--- src/source/matrix_pkg.sv ---
package matrix_pkg;

    // ==============================
    // Format constants
    // ==============================
    localparam int DATA_WIDTH     = 8;
    localparam int INSTR_WIDTH    = 32;
    localparam int ROW_BITS       = 3;
    localparam int RAM_ADDR_WIDTH = 10;
    localparam int TOP_OFFSET     = 64;

    // Bit position inside the flags field
    localparam int FLAG_IMM       = 0;

    typedef logic signed [DATA_WIDTH-1:0] data_t;
    typedef logic [ROW_BITS-1:0]          row_t;
    typedef logic [RAM_ADDR_WIDTH-1:0]    ram_addr_t;

    // ==============================
    // Instruction word
    // ==============================
    typedef struct packed {
        row_t      row;
        ram_addr_t addr;
    } ram_view_t;

    typedef struct packed {
        row_t       row;
        logic [1:0] unused;
        data_t      imm;
    } imm_view_t;

    // Low 13 bits, read as RAM address or immediate depending on flags
    typedef union packed {
        ram_view_t ram;
        imm_view_t imm;
    } operand_u;

    typedef struct packed {
        logic       load_left;
        logic       load_top;
        logic       swap_left;
        logic       swap_top;
        logic       shift_right;
        logic       shift_down;
        logic       load_acc;
        logic [6:0] reserved;
        logic [4:0] flags;
        operand_u   operand;
    } instruction_t;

    // ==============================
    // Datapath controls
    // ==============================
    typedef struct packed {
        logic  load_en;
        logic  swap;
        row_t  row;
        data_t data;
    } buffer_ctrl_t;

    typedef struct packed {
        logic shift_right;
        logic shift_down;
        logic acc_en;
    } grid_ctrl_t;

    typedef enum logic [1:0] {
        IDLE,
        PRE_FETCH,
        EXECUTE,
        LOAD_COMMIT
    } seq_state_t;

endpackage

--- src/source/operand_double_buffer.sv ---
`timescale 1ns/100ps

module operand_double_buffer #(
    parameter int MATRIX_SIZE = 4
) (
    input  logic                                     clk,
    input  logic                                     rst,
    input  matrix_pkg::buffer_ctrl_t                 ctrl,
    output matrix_pkg::data_t [MATRIX_SIZE-1:0]      vector
);

    // Two banks, one feeding the grid and one taking loads
    matrix_pkg::data_t [1:0][MATRIX_SIZE-1:0] bank;
    logic                                     active;

    always_ff @(posedge clk) begin
        if (rst) begin
            bank   <= '0;
            active <= 1'b0;
        end else begin
            if (ctrl.swap) begin
                active <= ~active;
            end
            // Uses the pre-edge select, so a load with a swap lands in the old loading half
            if (ctrl.load_en) begin
                bank[~active][ctrl.row] <= ctrl.data;
            end
        end
    end

    assign vector = bank[active];

    a_row_range: assert property (@(posedge clk) disable iff (rst)
        ctrl.load_en |-> (ctrl.row < MATRIX_SIZE))
        else $error("buffer load row %0d beyond MATRIX_SIZE", ctrl.row);

endmodule

--- config.mk ---
export PLATFORM = sky130hd
export DESIGN_NAME = operand_double_buffer
export DESIGN_NICKNAME = d
export VERILOG_FILES = /design/src/source/matrix_pkg.sv /design/src/source/operand_double_buffer.sv
export SDC_FILE = /design/constraint.sdc
export NUM_CORES = 1
export LEC_CHECK = 0
export BUFFER_PORTS_ARGS = -buffer_cell sky130_fd_sc_hd__buf_2
export CAP_MARGIN = 20
export CORE_MARGIN = 5
export CORE_UTILIZATION = 45
export CTS_CLUSTER_SIZE = 20
export DETAILED_ROUTE_END_ITERATION = 7
export GPL_ROUTABILITY_DRIVEN = 0
export PLACE_DENSITY = 0.66
export SKIP_CTS_REPAIR_TIMING = 1
export SLEW_MARGIN = 20
export SYNTH_ARGS = -nofsm -noshare
export SYNTH_HDL_FRONTEND = slang
export SYNTH_SLANG_ARGS = --single-unit
export TNS_END_PERCENT = 50
--- constraint.sdc ---
create_clock -name clk -period 2.58 [get_ports clk]
set_input_delay 0.516 -clock clk [delete_from_list [all_inputs] [get_ports clk]]
set_output_delay 0.516 -clock clk [all_outputs]
set_load 0.1 [all_outputs]
Word level (Yosys, flattened, before mapping)
Cells that the tools add are included.
{"block": "word_totals", "reg_bits": 65, "output_inout_bits": 32, "wordCells": 24}
{"block": "classes", "n_lt_le_gt_ge": 5, "n_mux": 7, "n_bitwise": 1, "n_reduce_logical": 2}
{"cell": "2-to-1 mux 32 bit", "n": 3}
{"cell": "bitwise mux 64 bit", "n": 1}
{"cell": "demux 32 bit (select 1 bit)", "n": 1}
{"cell": "demux 8 bit (select 2 bit)", "n": 1}
{"cell": "2-to-1 mux 8 bit", "n": 1}
{"cell": "less-than comparator 1 x 2 -> 1 bit, second input constant", "n": 2}
{"cell": ">= comparator 3 x 1 -> 1 bit, second input constant", "n": 1}
{"cell": "less-than comparator 3 bit, second input constant", "n": 1}
{"cell": "logical AND 1 bit", "n": 2}
{"cell": ">= comparator 1 bit, second input constant", "n": 1}
{"cell": "NOT 1 bit", "n": 1}

Logic depth before layout (Yosys ltp)
{"block": "logic_depth", "ltp_word": 7, "ltp_mapped": 5, "ltp_nobuf": 3}

Least setup slack after synthesis
No wires, ideal clock.
{"block": "synth_path", "kind": "flip-flop to output port", "from": "register active", "to": "output port vector[0] (netlist bit)", "arrival_ps": 1202, "required_time_ps": 2064, "slack_ps": 862, "path_stages_with_launch": 4, "path_buffers": 2, "path_cell_list": "dfxtp_1 > buf_6 > buf_2 > mux2_2"}
{"item": "start, declared", "line": "operand_double_buffer.sv:14", "source": "logic active;"}
{"item": "start signal, assigned", "line": "operand_double_buffer.sv:22", "source": "active <= ~active;"}
{"item": "end, declared", "line": "operand_double_buffer.sv:9", "source": "output matrix_pkg::data_t [MATRIX_SIZE-1:0] vector"}

==> impl.org <==
** Global route
- Wire length of the first global-routing pass :: between 10 and 15 mm
- The initial antenna violation count was 0.
- Entering global routing, the biggest net connects 39 pins.
- Global routing consumed, over all layers together, ~16% of the routing resources.
- Number of global-route vias before repair :: 2,065
- For this run the aggregate overflow at the end of global routing stands at 0.

** Final layout
- The net count of the finished layout is 323.
- The repair_antennas step left the layout with diodes totalling 0.
- Most frequent cells in the layout :: nand2b_1, dfxtp_1, mux2i_1, mux2_2, buf_12
- Relative area change from synthesis to final layout :: 31.5%
- Most common cell after layout, fill and taps aside :: nand2b_1
- The count of cells in the finished layout, fillers not included, comes to 390.
- The finished cells cover 3920 sq um.
- The post-route netlist has between 30% and 40% of its cells at a drive strength greater than 1.

** Power and ir drop
- The share of total power dissipated in combinational logic is between 10 and 15%.
- Net switching is between 20% and 30% of the power.
- Across the VDD grid, the largest voltage drop is 0.346 mV.
- Clock power share :: 41.2%
- Internal Pwr Total :: 1640 uW
- Summed over all nets, the switching power comes to around 520 uW.
- Pwr Density :: 552 nW/um^2
- Static leakage power :: 0.00184 uW
- In this run, flip-flops and latches consume 47.5% of the power.
- PnR Total Power :: 2160 uW

** Die
- Die boundary height :: 91.4 um
- The die covers 8350 sq um.
- Initial core utilization :: 46.7%
- The core region is 6390 sq um.
- Measured along the x axis, the die boundary spans 91.4 um.
- I/O pin total :: 47
- The floorplan has 29 rows.

** Clock network
- Clock latency on the worst-skew pair, taken at its later pin, is ~0.34 ns.
- CTS placed an instance of clkbuf_8 at the clock tree root.
- The clock passes through at most 2 buffers.
- Number of clock sinks :: 65
- Number of buffers created by CTS :: 9
- TritonCTS clock tree :: done
- H-tree depth reported by CTS :: 3
- After clock tree synthesis, the clock-pin slew on the worst setup and hold paths is 0.06 ns.

** Logic synthesis
- Largest family of logic cells by synthesized area :: multiplexers
- After synthesis the cells add up to 2980 sq um.
- After Yosys synthesis, full adders, half adders and majority gates account for 0% of the synthesized area.
- Mapped Cells :: between 200 and 300
- Fraction of the yosys area taken by sequential cells :: 43.7%
- Of the post-synthesis cell area, the part taken by muxes is 33.6%.
- The synthesized netlist contains 20 unique library cells.
- YS warnings :: 0
- Dominant cell type by area after synthesis :: dfxtp_1
- Counting every net in the synthesized netlist gives 285.
- Post-synthesis simple-gate area fraction :: 19.1%
- The synthesized netlist devotes 0.294% of its cell area to XOR and XNOR gates.
- By area the synthesized netlist is led by dfxtp_1, mux2i_1, nand2b_1.
- The top cell type by area accounts for 43.7% of the synthesized area.
- Averaged over all synthesized cells, the footprint is 11.0 sq um.
- Post-synthesis sequential element count :: 65
- Fraction of the mapped netlist area in compound gates :: 0%

** Outcome
- The run finished with clean final reports.

** Timing
- Worst rel slew slack :: 65.1%
- Final critical-path setup slack :: between 0.4 and 0.5 ns
- Timing-limited maximum frequency :: 471 MHz
- At the pin with the least slew margin, the transition time is 0.524 ns.
- Maximum clock skew at final layout :: 0.00539 ns
- Total negative slack :: 0 ns
- Shortest clock period the worst path allows after layout :: ~2.1 ns
- The final-report hold violation count was 0.
- The number of max-slew violations in the final report came to 0.
- Final period utilization :: 82.3%
- Final setup violation count :: 0
- Setup repair after global routing missed its margin :: no

** Worst setup path
- Walking the worst path, the cells encountered are buf_4 -> mux2_2 -> buf_12.
- Start-to-end type of the worst setup path :: flop to output pin
- Data required time of the critical path :: ~2.1 ns
- Critical-path cell with the highest stage delay :: mux2_2
- Data on the critical path arrives at its endpoint at 1.61 ns.
- STA classifies the critical path startpoint as a flop.
- The number of buffers and inverters on the critical path is 2.
- Of all nets on the critical path, the largest fanout is 27.
- Kind of end point of the critical path :: output pin
- In this design, the stage delay of the slowest critical-path cell is 0.42 ns.
- Grouping stages by cell kind, the critical path spends the most delay in buffers and inverters.

** Detailed routing
- The count of nets left with antenna violations once routing finished came out at 0.
- Total wirelength of the detailed-routed design :: 6.24 mm
- Wire length per cell :: 16.0 um
- First-pass iteration count of the detailed router :: 4
- Iteration-0 DRC Markers :: 71
- After detailed routing, the number of remaining DRC violations is 0.
- Post-DR vias/cell :: 5.03
- Total via count in the routed design :: approximately 2,000

** Placed design
- Pre-CTS setup slack :: ~0.80 ns
- Post-detail-place hpwl :: 4.11 mm
- Port Buffers :: 46
- Placement-stage cell area :: approximately 3700 sq um
- Post-placement cell count :: 374

** Flow run
- Max-cap violations in this run came to 0.

** Hold path
- The min-delay analysis places its worst path in the category input pin to flop.
-- per-layer routing --
metal  GRT usage [%]  wire, um  part of all wire, %  vias to the layer above
li1                -         -                    -                      988
met1            20.6      3020                   48                      920
met2            24.4      2770                   44                       42
met3            4.13       322                  5.2                       13
met4            7.33       124                  2.0                        0
met5               0         0                    0                        -
-- kinds of logic (layout without fill, tap and decap cells) --
logic type             after synthesis  in the layout
buffers and inverters               22             65
multiplexers                        96             96
flip-flops                          65             65
AND/OR/NAND/NOR                     86             86
XOR/XNOR                             1              1
-- worst reg2reg max path, delay by kind of cell (launching register included) --
| family | cells | cell delay, ns |
|---|---|---|
| and+or+nand+nor | 2 | 0.76 |
| buffers and inverters | 1 | 0.34 |
| DFF | 1 | 0.33 |
| muxes | 1 | 0.26 |
-- layout make-up --
class                   instances  area [sq um]
fillers                       512          2470
multi-input cells             183          1580
flip-flops and latches         65          1300
repair buffers                 49           733
clock buffers                  14           173
well taps                      77          96.3
clock inverters                 2          35.0
-- path summary, 6_finish.rpt --
path	start	to	slack, ns	cells after the start
setup / recovery	active	vector[13]	0.46	3
hold / removal	ctrl[11]	active	0.43	3
setup reg to reg	active	bank[27]	0.81	4
hold reg to reg	bank[31]	bank[31]	0.48	2
-- sequential cells by signal, summed over array words and instances (netlist names) --
| name | count |
|---|---|
| active | 1 |
| bank | 64 |
-- Yosys cell counts --
library cell	n
buf_4	1
buf_2	4
nor3b_2	1
dfxtp_1	65
nor2_1	2
nand3_2	2
mux2_2	32
clkbuf_1	8
nand3_4	1
mux2i_1	64
nand2_2	3
buf_1	8
buf_6	1
xnor2_1	1
nor2b_1	1
nor3_2	1
and3b_1	1
and3_1	1
nand2b_1	72
nand4_2	1
-- power groups by stage --
stage / registers (uW) / logic [uW] / clock network (uW)
after detailed placement: 1050 / 246 / 0
after global placement: 1050 / 243 / 0
after CTS: 1030 / 246 / 912
after floorplan: 1050 / 174 / 0
final: 1030 / 244 / 892
after global routing: 1030 / 259 / 949
-- per-stage QoR --
step	util, %	hold slack (ns)
after CTS	61.4	0.417
after floorplan	-	0.446
after detailed placement	58.1	0.463
after global placement	58.1	0.456
after global routing	61.4	0.473
final	61.4	0.432
Note: power is estimated with default switching activity, not from simulation.
